--- config.mk ---
export PLATFORM = sky130hd
export DESIGN_NAME = wb_addr_decoder_flat
export DESIGN_NICKNAME = d
export VERILOG_FILES = /design/src/source/mem_pkg.sv /design/src/source/wb_if.sv /design/src/source/wb_addr_decoder.sv /design/src/flat_wrapper.sv
export VERILOG_INCLUDE_DIRS = /design/src /design/src/source
export SDC_FILE = /design/constraint.sdc
export NUM_CORES = 1
export LEC_CHECK = 0
export ABC_AREA = 1
export BUFFER_PORTS_ARGS = -buffer_cell sky130_fd_sc_hd__buf_2
export CORE_AREA = 2 2 121 123
export DETAILED_ROUTE_END_ITERATION = 10
export DIE_AREA = 0 0 123 125
export PLACE_DENSITY_LB_ADDON = 0.25
export SETUP_SLACK_MARGIN = 0.1
export SYNTH_ARGS = -nofsm -noshare
export SYNTH_HDL_FRONTEND = slang
export SYNTH_SLANG_ARGS = --single-unit
--- constraint.sdc ---
create_clock -name wb_clk_i -period 4.6 [get_ports wb_clk_i]
set_input_delay 1.38 -clock wb_clk_i [delete_from_list [all_inputs] [get_ports wb_clk_i]]
set_output_delay 1.38 -clock wb_clk_i [all_outputs]
set_load 0.05 [all_outputs]
--- src/source/mem_params.svh ---
// Memory subsystem parameters
// Gives the byte address map of the two SRAM banks and their depths in 32-bit words.
// Both windows are equal in size, and each bank fills only the lower part of its window.

`ifndef MEM_PARAMS_SVH
`define MEM_PARAMS_SVH

// depth of bank 0 in 32-bit words
`define MEM_BANK0_WORDS 256

// depth of bank 1 in 32-bit words
`define MEM_BANK1_WORDS 128

// byte base address of each bank window
`define MEM_BANK0_BASE 32'h0000_0000
`define MEM_BANK1_BASE 32'h0000_1000

// size in bytes of the decode window of one bank
// words past the bank depth inside a window are unmapped
`define MEM_BANK_SPAN 32'h0000_1000

`endif

--- src/source/mem_pkg.sv ---
// Memory subsystem package
// Holds the types shared by the Wishbone bank slaves and the address decoder.

package mem_pkg;

    // state of the ack generator in each bank slave
    // a write goes from idle straight to done
    // a read passes through the wait state because the RAM output is registered
    typedef enum logic [1:0] {
        ACK_IDLE      = 2'd0,
        ACK_READ_WAIT = 2'd1,
        ACK_DONE      = 2'd2
    } ack_state_e;

    // target of the bus cycle that is currently on the top-level bus
    // TGT_NONE covers every unmapped or misaligned address
    typedef enum logic [1:0] {
        TGT_BANK0 = 2'd0,
        TGT_BANK1 = 2'd1,
        TGT_NONE  = 2'd2
    } wb_target_e;

endpackage

--- src/source/wb_if.sv ---
// Wishbone classic bus bundle
// Connects the address decoder, which acts as master, to one bank slave.

`timescale 1ns/1ps

interface wb_if;

    // address, already offset into the bank window by the decoder
    logic [31:0] adr;
    // write data from the master and read data from the slave
    logic [31:0] dat_m2s;
    logic [31:0] dat_s2m;
    // byte lane selects, bit 0 is the lowest byte
    logic [3:0]  sel;
    logic        we;
    logic        cyc;
    logic        stb;
    // single-cycle response pulse
    logic        ack;

    // the decoder side drives the request
    modport master (
        output adr, dat_m2s, sel, we, cyc, stb,
        input  dat_s2m, ack
    );

    // the bank side answers with data and ack
    modport slave (
        input  adr, dat_m2s, sel, we, cyc, stb,
        output dat_s2m, ack
    );

endinterface

--- src/source/wb_addr_decoder.sv ---
// Wishbone address decoder for the two SRAM banks
// Steers each cycle to bank 0 or bank 1, muxes ack and read data back,
// and answers unmapped or misaligned addresses with a one-cycle err pulse.

`timescale 1ns/1ps

`include "mem_params.svh"

module wb_addr_decoder (
    input  logic        wb_clk_i,
    input  logic        rst_n_i,
    input  logic [31:0] wb_adr_i,
    input  logic [31:0] wb_dat_i,
    input  logic [3:0]  wb_sel_i,
    input  logic        wb_we_i,
    input  logic        wb_cyc_i,
    input  logic        wb_stb_i,
    output logic [31:0] wb_dat_o,
    output logic        wb_ack_o,
    output logic        wb_err_o,
    wb_if.master        bank0_bus,
    wb_if.master        bank1_bus
);

    logic [31:0]         off0;
    logic [31:0]         off1;
    logic                aligned;
    logic                hit0;
    logic                hit1;
    logic                valid;
    logic                none_req;
    logic                err_q;
    logic                err_busy_q;
    mem_pkg::wb_target_e target;

    // offsets into each window
    // an address below a base wraps to a large value and fails the span check
    assign off0 = wb_adr_i - `MEM_BANK0_BASE;
    assign off1 = wb_adr_i - `MEM_BANK1_BASE;

    assign aligned = (wb_adr_i[1:0] == 2'b00);

    // a hit needs the window and a word offset below the bank depth
    assign hit0 = (off0 < `MEM_BANK_SPAN) && (off0[31:2] < 30'(`MEM_BANK0_WORDS));
    assign hit1 = (off1 < `MEM_BANK_SPAN) && (off1[31:2] < 30'(`MEM_BANK1_WORDS));

    always_comb begin
        if (aligned && hit0) begin
            target = mem_pkg::TGT_BANK0;
        end else if (aligned && hit1) begin
            target = mem_pkg::TGT_BANK1;
        end else begin
            target = mem_pkg::TGT_NONE;
        end
    end

    // request side, only the selected bank sees cyc and stb
    // the banks get the offset so that both decode from word zero
    assign bank0_bus.adr     = off0;
    assign bank0_bus.dat_m2s = wb_dat_i;
    assign bank0_bus.sel     = wb_sel_i;
    assign bank0_bus.we      = wb_we_i;
    assign bank0_bus.cyc     = wb_cyc_i & (target == mem_pkg::TGT_BANK0);
    assign bank0_bus.stb     = wb_stb_i & (target == mem_pkg::TGT_BANK0);

    assign bank1_bus.adr     = off1;
    assign bank1_bus.dat_m2s = wb_dat_i;
    assign bank1_bus.sel     = wb_sel_i;
    assign bank1_bus.we      = wb_we_i;
    assign bank1_bus.cyc     = wb_cyc_i & (target == mem_pkg::TGT_BANK1);
    assign bank1_bus.stb     = wb_stb_i & (target == mem_pkg::TGT_BANK1);

    // response side
    // the address is held until the response so the target is still valid here
    always_comb begin
        case (target)
            mem_pkg::TGT_BANK0: begin
                wb_dat_o = bank0_bus.dat_s2m;
                wb_ack_o = bank0_bus.ack;
            end
            mem_pkg::TGT_BANK1: begin
                wb_dat_o = bank1_bus.dat_s2m;
                wb_ack_o = bank1_bus.ack;
            end
            default: begin
                wb_dat_o = 32'h0;
                wb_ack_o = 1'b0;
            end
        endcase
    end

    assign valid    = wb_cyc_i & wb_stb_i;
    assign none_req = valid & (target == mem_pkg::TGT_NONE);

    // err is a one-cycle pulse per unmapped request
    // the busy flag blocks a second pulse until stb has dropped, like the bank ack
    always_ff @(posedge wb_clk_i or negedge rst_n_i) begin
        if (!rst_n_i) begin
            err_q      <= 1'b0;
            err_busy_q <= 1'b0;
        end else begin
            err_q <= none_req & ~err_busy_q;
            if (none_req && !err_busy_q) begin
                err_busy_q <= 1'b1;
            end else if (!wb_stb_i) begin
                err_busy_q <= 1'b0;
            end
        end
    end

    assign wb_err_o = err_q;

endmodule

--- src/flat_wrapper.sv ---
// flat-port wrapper written by rule: the top's interface ports become plain ports
module wb_addr_decoder_flat 
  (wb_clk_i, rst_n_i, wb_adr_i, wb_dat_i, wb_sel_i, wb_we_i, wb_cyc_i, wb_stb_i, wb_dat_o, wb_ack_o, wb_err_o, bank0_bus_adr, bank0_bus_dat_m2s, bank0_bus_sel, bank0_bus_we, bank0_bus_cyc, bank0_bus_stb, bank0_bus_dat_s2m, bank0_bus_ack, bank1_bus_adr, bank1_bus_dat_m2s, bank1_bus_sel, bank1_bus_we, bank1_bus_cyc, bank1_bus_stb, bank1_bus_dat_s2m, bank1_bus_ack);
  wb_if bank0_bus_i ();
  wb_if bank1_bus_i ();
  input  logic wb_clk_i;
  input  logic rst_n_i;
  input  logic [31:0] wb_adr_i;
  input  logic [31:0] wb_dat_i;
  input  logic [3:0] wb_sel_i;
  input  logic wb_we_i;
  input  logic wb_cyc_i;
  input  logic wb_stb_i;
  output logic [31:0] wb_dat_o;
  output logic wb_ack_o;
  output logic wb_err_o;
  output wire logic [$bits(bank0_bus_i.adr)-1:0] bank0_bus_adr;
  output wire logic [$bits(bank0_bus_i.dat_m2s)-1:0] bank0_bus_dat_m2s;
  output wire logic [$bits(bank0_bus_i.sel)-1:0] bank0_bus_sel;
  output wire logic [$bits(bank0_bus_i.we)-1:0] bank0_bus_we;
  output wire logic [$bits(bank0_bus_i.cyc)-1:0] bank0_bus_cyc;
  output wire logic [$bits(bank0_bus_i.stb)-1:0] bank0_bus_stb;
  input wire logic [$bits(bank0_bus_i.dat_s2m)-1:0] bank0_bus_dat_s2m;
  input wire logic [$bits(bank0_bus_i.ack)-1:0] bank0_bus_ack;
  output wire logic [$bits(bank1_bus_i.adr)-1:0] bank1_bus_adr;
  output wire logic [$bits(bank1_bus_i.dat_m2s)-1:0] bank1_bus_dat_m2s;
  output wire logic [$bits(bank1_bus_i.sel)-1:0] bank1_bus_sel;
  output wire logic [$bits(bank1_bus_i.we)-1:0] bank1_bus_we;
  output wire logic [$bits(bank1_bus_i.cyc)-1:0] bank1_bus_cyc;
  output wire logic [$bits(bank1_bus_i.stb)-1:0] bank1_bus_stb;
  input wire logic [$bits(bank1_bus_i.dat_s2m)-1:0] bank1_bus_dat_s2m;
  input wire logic [$bits(bank1_bus_i.ack)-1:0] bank1_bus_ack;
  assign bank0_bus_adr = bank0_bus_i.adr;
  assign bank0_bus_dat_m2s = bank0_bus_i.dat_m2s;
  assign bank0_bus_sel = bank0_bus_i.sel;
  assign bank0_bus_we = bank0_bus_i.we;
  assign bank0_bus_cyc = bank0_bus_i.cyc;
  assign bank0_bus_stb = bank0_bus_i.stb;
  assign bank0_bus_i.dat_s2m = bank0_bus_dat_s2m;
  assign bank0_bus_i.ack = bank0_bus_ack;
  assign bank1_bus_adr = bank1_bus_i.adr;
  assign bank1_bus_dat_m2s = bank1_bus_i.dat_m2s;
  assign bank1_bus_sel = bank1_bus_i.sel;
  assign bank1_bus_we = bank1_bus_i.we;
  assign bank1_bus_cyc = bank1_bus_i.cyc;
  assign bank1_bus_stb = bank1_bus_i.stb;
  assign bank1_bus_i.dat_s2m = bank1_bus_dat_s2m;
  assign bank1_bus_i.ack = bank1_bus_ack;
  wb_addr_decoder u_core (.wb_clk_i(wb_clk_i), .rst_n_i(rst_n_i), .wb_adr_i(wb_adr_i), .wb_dat_i(wb_dat_i), .wb_sel_i(wb_sel_i), .wb_we_i(wb_we_i), .wb_cyc_i(wb_cyc_i), .wb_stb_i(wb_stb_i), .wb_dat_o(wb_dat_o), .wb_ack_o(wb_ack_o), .wb_err_o(wb_err_o), .bank0_bus(bank0_bus_i), .bank1_bus(bank1_bus_i));
endmodule
==> results of run 1 <==
==> how the worst min path moves through the flow <==
stage	to	slack, ns	depth (start not counted)
floorplan	u_core.wb_err_o$_DFF_PN0_	0.40	1
global placement	u_core.wb_err_o$_DFF_PN0_	0.41	1
detailed placement	u_core.wb_err_o$_DFF_PN0_	0.42	1
CTS	u_core.wb_err_o$_DFF_PN0_	0.44	1
global route	u_core.wb_err_o$_DFF_PN0_	0.45	1
finish	u_core.wb_err_o$_DFF_PN0_	0.43	1
==> power breakdown <==
group          switching, mW  internal, mW
clock                 0.0176         0.110
combinational          0.176        0.0985
sequential          0.000496        0.0190
==> cells in the mapped netlist (all sizes together) <==
library cell	instances
a21boi	1
buf	127
clkbuf	3
dfrtp	2
ha	4
inv	26
nand2	126
nand3	7
nand3b	5
nand4	38
nor2	46
nor3	4
o21ai	3
xor2	3
==> cells by family after synthesis <==
kind of cell / count (synthesis)
DFF: 2
AOI/OAI and AO/OA: 4
and+or+nand+nor: 226
adders and majority gates: 4
xor gates and xnor gates: 3
buffers and inverters: 156
==> per-stage QoR <==
step | cells | setup TNS (ns) | total power [mW]
2_1_floorplan | 395 | 0 | 0.385
3_3_place_gp | 673 | -1.80 | 0.270
3_5_place_dp | 673 | -2.86 | 0.271
4_1_cts | 684 | -0.0426 | 0.408
5_1_grt | 695 | -2.52 | 0.444
6_report | 695 | 0 | 0.422
==> per-layer routing <==
| metal | wire, µm | track usage | up-vias |
|---|---|---|---|
| met5 | 0 | 0 | - |
| met4 | 125 | 0.0227 | 0 |
| li1 | - | - | 1371 |
| met2 | 4880 | 0.193 | 168 |
| met3 | 789 | 0.0233 | 23 |
| met1 | 3860 | 0.119 | 1291 |
==> sequential cells by signal (all words and copies together), names as in the netlist <==
signal and cells:
u_core.err_busy_q 1, u_core.wb_err_o 1
==> cell type report <==
class | instances | share of cell area
Tap cell | 184 | 0.0560
Multi-Input combinational cell | 237 | 0.407
Clock buffer | 3 | 0.0183
Inverter | 26 | 0.0262
Timing Repair Buffer | 243 | 0.481
Sequential cell | 2 | 0.0122
==> timing repair <==
| item | CTS | global route |
|---|---|---|
| cloned | 3 | 6 |
| setup endpoints to repair | 35 | 37 |
| hold endpoints to repair | 0 | 0 |
| setup buffers | 5 | 5 |
| pin swaps | 42 | 38 |
| gates resized for setup | 126 | 18 |
==> critical path, stage by stage <==
cell and delay [ns]:
buf_8 0.09, inv_6 0.03, buf_4 0.13, ha_2 0.16
a21boi_0 0.11, nor2_1 0.11, nand3_1 0.12, nor2_2 0.13
nand2_2 0.09, nor2_8 0.15, buf_6 0.15, clkbuf_16 0.16
nand4_1 0.14, nand2_4 0.10, buf_8 0.14
==> flow_metrics.py, run 1 <==
metrics = {
    "clock_tree": {
        "clock-sinks": 2,
        "cts_tree": "done",
        "cts.path.max_buffers": 2,
        "clkLatencyLatePin_ns": 0.22,
        "clk_pin_slew_ns": 0.03,
        "htreeDepth": 1,
        "ctsHoldBuffers": 0,
        "numCtsBuffers": 3,
        "cts-root-buf": "clkbuf_16",
    },
    "floorplan": {
        "start_util": 0.169,
        "dieArea_um2": 15400,
        "chipWidth_um": 123,
        "die_h_um": 125,
        "core_um2": 14200,
        "rows": 44,
        "top_level_ports": 315,
    },
    "sta": {
        "period_minus_slack_ns": 4.59,
        "worst-slew-pin-transition_ns": 0.357,
        "final_max_slew_viol_count": 0,
        "setup_viol": 0,
        "rsz0062_at_grt": "true",
        "slew_headroom": 0.760,
        "timing.hold.ws_ns": 0.433,
        "clock.fmax_mhz": 218,
        "fin_ws_ns": 0.0106,
        "fin_skew_ns": 0.000765,
        "finalCritPeriodShare": 0.998,
        "finalHoldViolations": 0,
    },
    "synthesis": {
        "ys_seq_elements": 2,
        "synth-compound-area-share": 0.00939,
        "synth_top_area_frac": 0.379,
        "ys_seq_area_frac": 0.0209,
        "synthAdderAreaFrac": 0.0209,
        "synth_cell_types": 24,
        "postSynthAreaPerCell_um2": 6.07,
        "synthSimpleGateAreaFrac": 0.485,
        "ys_warn_count": 0,
        "synth_top_family_by_area": "simple AND/OR/NAND/NOR gates",
        "synth_xor_xnor_area_share": 0.0110,
        "syn_inst": 395,
        "syn_area_um2": 2400,
        "synth_top_cell_by_area": "buf_4",
        "synth_mux_area_frac": 0,
        "synth_area_leaders": "buf_4 38%, nand2_1 17%, nand4_1 9.7%",
        "synth_nets": 538,
    },
    "routing": {
        "wl_per_cell_um": 13.9,
        "ant_nets": 0,
        "viasPerCell": 4.11,
        "drcViolationCount": 0,
        "drt-pass1-iter-count": 4,
        "drt_wl_total_um": 9660,
        "dr_total_vias": 2853,
        "dr.first_iter.drc_count": 76,
    },
    "placement": {
        "pre_cts_ws_ns": -0.138,
        "placed_area_um2": 3250,
        "dp_hpwl_um": 6920,
        "gp_congestion": 0.772,
        "portBuffers": 182,
    },
    "status": {
        "outcome": "complete, no violations",
    },
    "finish": {
        "final_cell_area_um2": 4110,
        "multiInputGateArea_um2": 1670,
        "final_common_cell": "buf_2",
        "seq_area_um2": 50.0,
        "drive_gt1_frac": 0.675,
        "layout.nets": 656,
        "fin_util": 0.289,
        "n_fill_cell": 1548,
        "synthToLayoutAreaGrowth_pct": 71.5,
        "layout_common_cells": "144 x buf_2, 68 x nand2_1, 43 x buf_4",
        "n_antenna_cell": 0,
    },
    "critical_path": {
        "cp-startpoint": "wb_adr_i[13]",
        "r2r-start": "u_core.err_busy_q$_DFFE_PN0P_",
        "r2r_end": "u_core.err_busy_q$_DFFE_PN0P_",
        "required_ns": 3.22,
        "reg2reg_depth": 2,
        "crit_type": "input port to output port",
        "start_kind": "input port",
        "endpoint": "wb_ack_o",
        "reg2reg_slack_ns": 4.00,
        "crit_arrival_ns": 3.21,
        "critical_path.max_fanout": 8,
        "critical_path.endpoint_type": "output port",
    },
    "worst_hold_path": {
        "hold_class": "flop to flop",
        "hold_start": "u_core.err_busy_q$_DFFE_PN0P_",
    },
    "global_routing": {
        "grt-ovfl-total": 0,
        "antenna_found_initial": 0,
        "track_usage": 0.104,
        "grt_max_degree": 35,
        "grt_pass1_wl_um": 12900,
        "grt_pass1_vias": 2689,
    },
    "power_and_ir_drop": {
        "p_per_area_nw_per_um2": 103,
        "power.leakage_nw": 2.10,
        "peakVddDrop_mv": 0.0740,
    },
    "flow_run": {
        "maxCapViolCount": 0,
    },
}
(Power assumes the default switching activity.)
==> run 2, diff against run 1 <==
- CELL_PAD_IN_SITES_DETAIL_PLACEMENT: not set -> 1
- CELL_PAD_IN_SITES_GLOBAL_PLACEMENT: not set -> 1
- CORE_AREA: 2 2 121 123 -> 2 2 123 125
- DIE_AREA: 0 0 123 125 -> 0 0 125 127
==> run 2 against run 1 <==
  * First-iteration DRC count is 13% lower
  * Sequential share of layout area barely moved
  * Non-clock buffer count is 6 higher
  * Flip-flop and latch count stayed put
  * Count of clock-buffer cells in the layout is the same
  * Power shrank 0.89%
  * Largest cell class unchanged
==> flow_metrics.py, run 2 (synthesis results as in run 1) <==
metrics = {
    "status": {
        "outcome": "complete, no violations",
    },
    "routing": {
        "wl_per_cell_um": 14.9,
        "maxUsedRoutingLayer": "met4",
        "dr.first_iter.drc_count": 66,
        "drt-pass1-iter-count": 4,
        "drt_wl_total_um": 10400,
        "drcViolationCount": 0,
        "dr_total_vias": 2844,
        "met2WireLength_um": 5370,
        "met1_length_um": 4280,
        "route.met3.wl_um": 640,
        "ant_nets": 0,
        "viasPerCell": 4.05,
    },
    "finish": {
        "layout.nets": 663,
        "n_antenna_cell": 0,
        "fin_util": 0.287,
        "n_fill_cell": 1758,
        "layoutNonFillerInstCount": 702,
        "drive_gt1_frac": 0.674,
        "layout_common_cells": "141 x buf_2, 70 x nand2_1, 54 x buf_4",
        "synthToLayoutAreaGrowth_pct": 72.7,
        "final_cell_area_um2": 4140,
        "final_common_cell": "buf_2",
    },
    "critical_path": {
        "slowest_stage": "ha_4",
        "start_kind": "input port",
        "required_ns": 3.22,
        "slowest_delay_ns": 0.20,
        "crit_type": "input port to output port",
        "crit_chain": "buf_8 > inv_6 > ha_4 > nand2_8 > nor2_8 > nand2_2 > nand2_2 > nand2_4 > nor2_4 > nand2_4 > nor2_8 > buf_12 > buf_16 > nand4_1 > nand2_4 > buf_8",
        "crit_arrival_ns": 3.21,
        "critical_path.endpoint_type": "output port",
        "critical_path.max_fanout": 8,
        "cp_common_cell": "nand2_4",
    },
    "power_and_ir_drop": {
        "power.leakage_nw": 2.11,
        "p_sw_mw": 0.195,
        "peakVddDrop_mv": 0.0912,
        "p_clk_frac": 0.309,
        "power_mw": 0.418,
        "p_sw_frac": 0.465,
        "power_frac_comb": 0.645,
        "p_per_area_nw_per_um2": 101,
        "pwr-share-seq": 0.046,
        "internal_power_mw": 0.224,
    },
    "worst_hold_path": {
        "hold_class": "flop to flop",
    },
    "sta": {
        "finalCritPeriodShare": 0.997,
        "fin_skew_ns": 0.00288,
        "rsz0062_at_grt": "true",
        "setup_viol": 0,
        "tns_ns": 0,
        "finalHoldViolations": 0,
        "worst-slew-pin-transition_ns": 0.349,
        "timing.hold.ws_ns": 0.421,
        "period_minus_slack_ns": 4.59,
        "slew_headroom": 0.766,
        "final_max_slew_viol_count": 0,
        "clock.fmax_mhz": 218,
        "fin_ws_ns": 0.0141,
    },
    "placement": {
        "placedCellCount": 678,
        "pre_cts_ws_ns": -0.165,
        "portBuffers": 182,
        "gp_congestion": 0.804,
        "dp_hpwl_um": 7880,
        "placed_area_um2": 3280,
    },
    "floorplan": {
        "core_um2": 14400,
        "top_level_ports": 315,
        "dieArea_um2": 15900,
        "rows": 44,
        "start_util": 0.166,
        "chipWidth_um": 125,
        "die_h_um": 127,
    },
    "global_routing": {
        "track_usage": 0.119,
        "antenna_found_initial": 0,
        "grt_pass1_vias": 3000,
        "grt-ovfl-total": 0,
        "grt_max_degree": 35,
        "grt_pass1_wl_um": 15700,
    },
    "clock_tree": {
        "numCtsBuffers": 3,
        "ctsHoldBuffers": 0,
        "htreeDepth": 1,
        "cts.path.max_buffers": 2,
        "cts-root-buf": "clkbuf_16",
        "clk_pin_slew_ns": 0.03,
        "clkLatencyLatePin_ns": 0.22,
        "cts_tree": "done",
        "clock-sinks": 2,
    },
    "flow_run": {
        "maxCapViolCount": 0,
    },
}
run 2: path summary, 6_finish.rpt:
path,startpoint,end,slack (ns),cells after the start
setup / recovery,wb_adr_i[12],wb_dat_o[10],0.01,16
hold / removal,u_core.err_busy_q$_DFFE_PN0P_,u_core.wb_err_o$_DFF_PN0_,0.42,1
setup reg to reg,u_core.err_busy_q$_DFFE_PN0P_,u_core.err_busy_q$_DFFE_PN0P_,4.01,2
hold reg to reg,u_core.err_busy_q$_DFFE_PN0P_,u_core.wb_err_o$_DFF_PN0_,0.42,1
max in group asynchronous,rst_n_i,u_core.err_busy_q$_DFFE_PN0P_,3.56,1
min in group asynchronous,rst_n_i,u_core.wb_err_o$_DFF_PN0_,0.94,1
run 2: per-layer routing:
layer  vias to the layer above  global-route usage
met2                       127               0.224
li1                       1383                   -
met5                         -                   0
met1                      1312               0.145
met3                        22              0.0188
met4                         0              0.0190
run 2: area by class of cell:
class	instances	area [µm²]	share of cell area
inverters	26	105	0.0254
flip-flops and latches	2	50.0	0.0121
well taps	184	230	0.0556
repair buffers	249	1980	0.479
multi-input cells	238	1700	0.410
clock buffers	3	75.1	0.0181
run 2: power by group through the flow:
stage / registers [mW] / logic [mW] / clock network (mW)
after floorplan: 0.0213 / 0.364 / 0
after global placement: 0.0196 / 0.253 / 0
after detailed placement: 0.0196 / 0.255 / 0
after CTS: 0.0195 / 0.268 / 0.131
after global routing: 0.0195 / 0.288 / 0.135
final: 0.0194 / 0.270 / 0.129
run 2: critical path, delay by kind of cell:
| family | cells | cell delay, ns |
|---|---|---|
| adders and majority gates | 1 | 0.20 |
| and+or+nand+nor | 10 | 1.06 |
| buffers and inverters | 5 | 0.55 |
run 2: repair_timing:
| action | in CTS | in global routing |
|---|---|---|
| buffers inserted | 8 | 7 |
| endpoints found under the setup margin | 37 | 37 |
| pin swaps | 19 | 29 |
| gates resized for setup | 130 | 21 |
| cloned | 4 | 2 |
==> run 3, diff against run 2 <==
- ABC_AREA: 1 -> not set
==> run 3 against run 2 <==
  * The run now ends with setup timing left
  * Count of clock-buffer cells in the layout is the same
  * Die area is the same
  * Area after synthesis grew 16%
  * Core utilization grew 4.0 points
  * Clock power grew 3%
  * Setup slack lost 0.82 ns
==> flow_metrics.py, run 3 <==
metrics = {
    "synthesis": {
        "synth_nets": 494,
        "synth_async_sr_flop_share": 1.00,
        "synth_top_area_frac": 0.317,
        "synth-compound-area-share": 0.291,
        "synth_common_cells": "118 x buf_4, 43 x inv_1, 39 x nand2_1",
        "syn_inst": 351,
        "synth_ff_type": "dfrtp_1",
        "ys_warn_count": 0,
        "synthSimpleGateAreaFrac": 0.199,
        "synth_top_cell_by_area": "buf_4",
        "synth_xor_xnor_area_share": 0.0377,
        "yosysMostFrequentCell": "buf_4",
        "postSynthAreaPerCell_um2": 7.95,
        "syn_area_um2": 2790,
        "ys_seq_elements": 2,
        "synth-edff-count": 0,
        "synth_cell_types": 50,
        "synthAdderAreaFrac": 0.0179,
        "ys_seq_area_frac": 0.0179,
        "synth_mux_area_frac": 0,
        "synth_top_family_by_area": "buffers and inverters",
        "synth_area_leaders": "buf_4 32%, o31ai_4 22%, inv_1 5.8%",
    },
    "clock_tree": {
        "htreeDepth": 1,
        "clkLatencyLatePin_ns": 0.22,
        "cts.path.max_buffers": 2,
        "clk_pin_slew_ns": 0.03,
        "clock-sinks": 2,
        "cts-root-buf": "clkbuf_16",
        "cts_tree": "done",
        "numCtsBuffers": 3,
    },
    "critical_path": {
        "required_ns": 3.22,
        "crit_type": "input port to output port",
        "reg2reg_depth": 1,
        "slowest_delay_ns": 0.57,
        "reg2reg_slack_ns": 3.96,
        "slowest_stage": "or4_4",
        "cp-startpoint": "wb_adr_i[13]",
        "r2r-start": "u_core.err_busy_q$_DFFE_PN0P_",
        "crit_chain": "buf_6 > or4_4 > or4_4 > o41ai_4 > nand2_4 > or3_4 > buf_12 > nor4b_4 > buf_6",
        "critical_path.endpoint_type": "output port",
        "crit_arrival_ns": 4.03,
        "critical_path.max_fanout": 12,
        "start_kind": "input port",
        "r2r_end": "u_core.wb_err_o$_DFF_PN0_",
    },
    "floorplan": {
        "chipWidth_um": 125,
        "start_util": 0.193,
        "rows": 44,
        "dieArea_um2": 15900,
        "top_level_ports": 315,
        "die_h_um": 127,
        "core_um2": 14400,
    },
    "routing": {
        "drt-pass1-iter-count": 4,
        "dr_total_vias": 2854,
        "wl_per_cell_um": 15.9,
        "maxUsedRoutingLayer": "met4",
        "ant_nets": 0,
        "met2WireLength_um": 5630,
        "drcViolationCount": 0,
        "route.met3.wl_um": 876,
        "met1_length_um": 4220,
        "dr.first_iter.drc_count": 44,
        "viasPerCell": 4.18,
        "drt_wl_total_um": 10900,
    },
    "global_routing": {
        "grt_max_degree": 13,
        "antenna_found_initial": 0,
        "grt_pass1_vias": 3039,
        "grt-ovfl-total": 0,
        "track_usage": 0.127,
        "grt_pass1_wl_um": 16500,
    },
    "sta": {
        "fin_ws_ns": -0.807,
        "clock.fmax_mhz": 185,
        "timing.hold.ws_ns": 0.438,
        "worst-slew-pin-transition_ns": 0.409,
        "final_max_slew_viol_count": 0,
        "setup_viol": 41,
        "period_minus_slack_ns": 5.41,
        "fin_skew_ns": 0.000855,
        "slew_headroom": 0.720,
        "finalHoldViolations": 0,
        "rsz0062_at_grt": "true",
        "finalCritPeriodShare": 1.18,
    },
    "power_and_ir_drop": {
        "power_mw": 0.451,
        "p_per_area_nw_per_um2": 95.7,
        "power.leakage_nw": 2.19,
        "peakVddDrop_mv": 0.0827,
    },
    "finish": {
        "layout_common_cells": "130 x buf_2, 72 x buf_4, 53 x buf_6",
        "final_cell_area_um2": 4710,
        "n_fill_cell": 1666,
        "final_common_cell": "buf_2",
        "synthToLayoutAreaGrowth_pct": 68.9,
        "n_antenna_cell": 0,
        "drive_gt1_frac": 0.719,
        "layout.nets": 644,
        "fin_util": 0.327,
    },
    "worst_hold_path": {
        "hold_class": "flop to flop",
        "hold_start": "u_core.err_busy_q$_DFFE_PN0P_",
        "min_delay_worst_endpoint": "u_core.wb_err_o$_DFF_PN0_",
        "holdPathStages": 1,
    },
    "placement": {
        "gp_congestion": 0.765,
        "placed_area_um2": 3720,
        "pre_cts_ws_ns": -0.967,
        "dp_hpwl_um": 8320,
        "portBuffers": 182,
    },
    "status": {
        "outcome": "finished with violations",
        "violations": "setup timing",
    },
    "flow_run": {
        "maxCapViolCount": 0,
    },
}
run 3: changes by cell type in the layout (fill, tap and decap cells not counted), moves of 28 or more:
| cell | previous run | this run |
|---|---|---|
| buf_6 | 9 | 53 |
| buf_8 | 33 | 5 |
| nand2_1 | 70 | 36 |
| o31ai_4 | 0 | 33 |
| nand2_4 | 37 | 3 |
| nand4_1 | 37 | 6 |
run 3: logic make-up after synthesis:
family	after synthesis
XOR/XNOR	12
flip-flops	2
buffers and inverters	181
adder cells (fa/ha/maj)	4
AO/OA/AOI/OAI	53
AND/OR/NAND/NOR	99
run 3: power by group:
group / switching (mW) / internal, mW
registers: 0.000652 / 0.0190
logic: 0.186 / 0.112
clock network: 0.0224 / 0.111
total: 0.209 / 0.242
run 3: per-layer routing:
layer / track usage / vias up
met5: 0 / -
li1: - / 1358
met2: 0.232 / 151
met3: 0.0352 / 21
met1: 0.150 / 1324
met4: 0.0255 / 0
run 3: through the flow:
stage,setup TNS [ns],cells
after floorplan,-37.64,351
after global placement,-34.05,651
after detailed placement,-34.78,651
after CTS,-28.55,680
after global routing,-32.16,683
final,-28.10,683
run 3: final cells by class:
| cell class | count | area, µm² | share of cell area |
|---|---|---|---|
| Tap cell | 184 | 230 | 0.0488 |
| Timing Repair Buffer | 283 | 2330 | 0.494 |
| Inverter | 43 | 168 | 0.0356 |
| Sequential cell | 2 | 50.0 | 0.0106 |
| Clock buffer | 3 | 75.1 | 0.0159 |
| Multi-Input combinational cell | 168 | 1860 | 0.395 |
run 3: worst max path at each step:
stage	endpoint	depth (start not counted)	slack, ns
final	bank1_bus_cyc	9	-0.81
after global routing	bank1_bus_cyc	9	-0.92
after CTS	wb_ack_o	9	-0.81
after detailed placement	wb_dat_o[15]	9	-0.97
after global placement	wb_ack_o	9	-0.94
after floorplan	wb_ack_o	10	-1.15
run 3: repair_timing:
action                     CTS  global route
setup endpoints to repair   46            47
gates cloned                 6             1
gates resized for setup    141            14
hold buffers                 0             0
pin swaps                   13            13
buffers inserted            20             5
run 3: worst max-delay path, delay by kind of cell:
| kind | cells | cell delay (ns) |
|---|---|---|
| AO/OA/AOI/OAI | 1 | 0.30 |
| AND/OR/NAND/NOR | 5 | 1.84 |
| buffers and inverters | 3 | 0.49 |
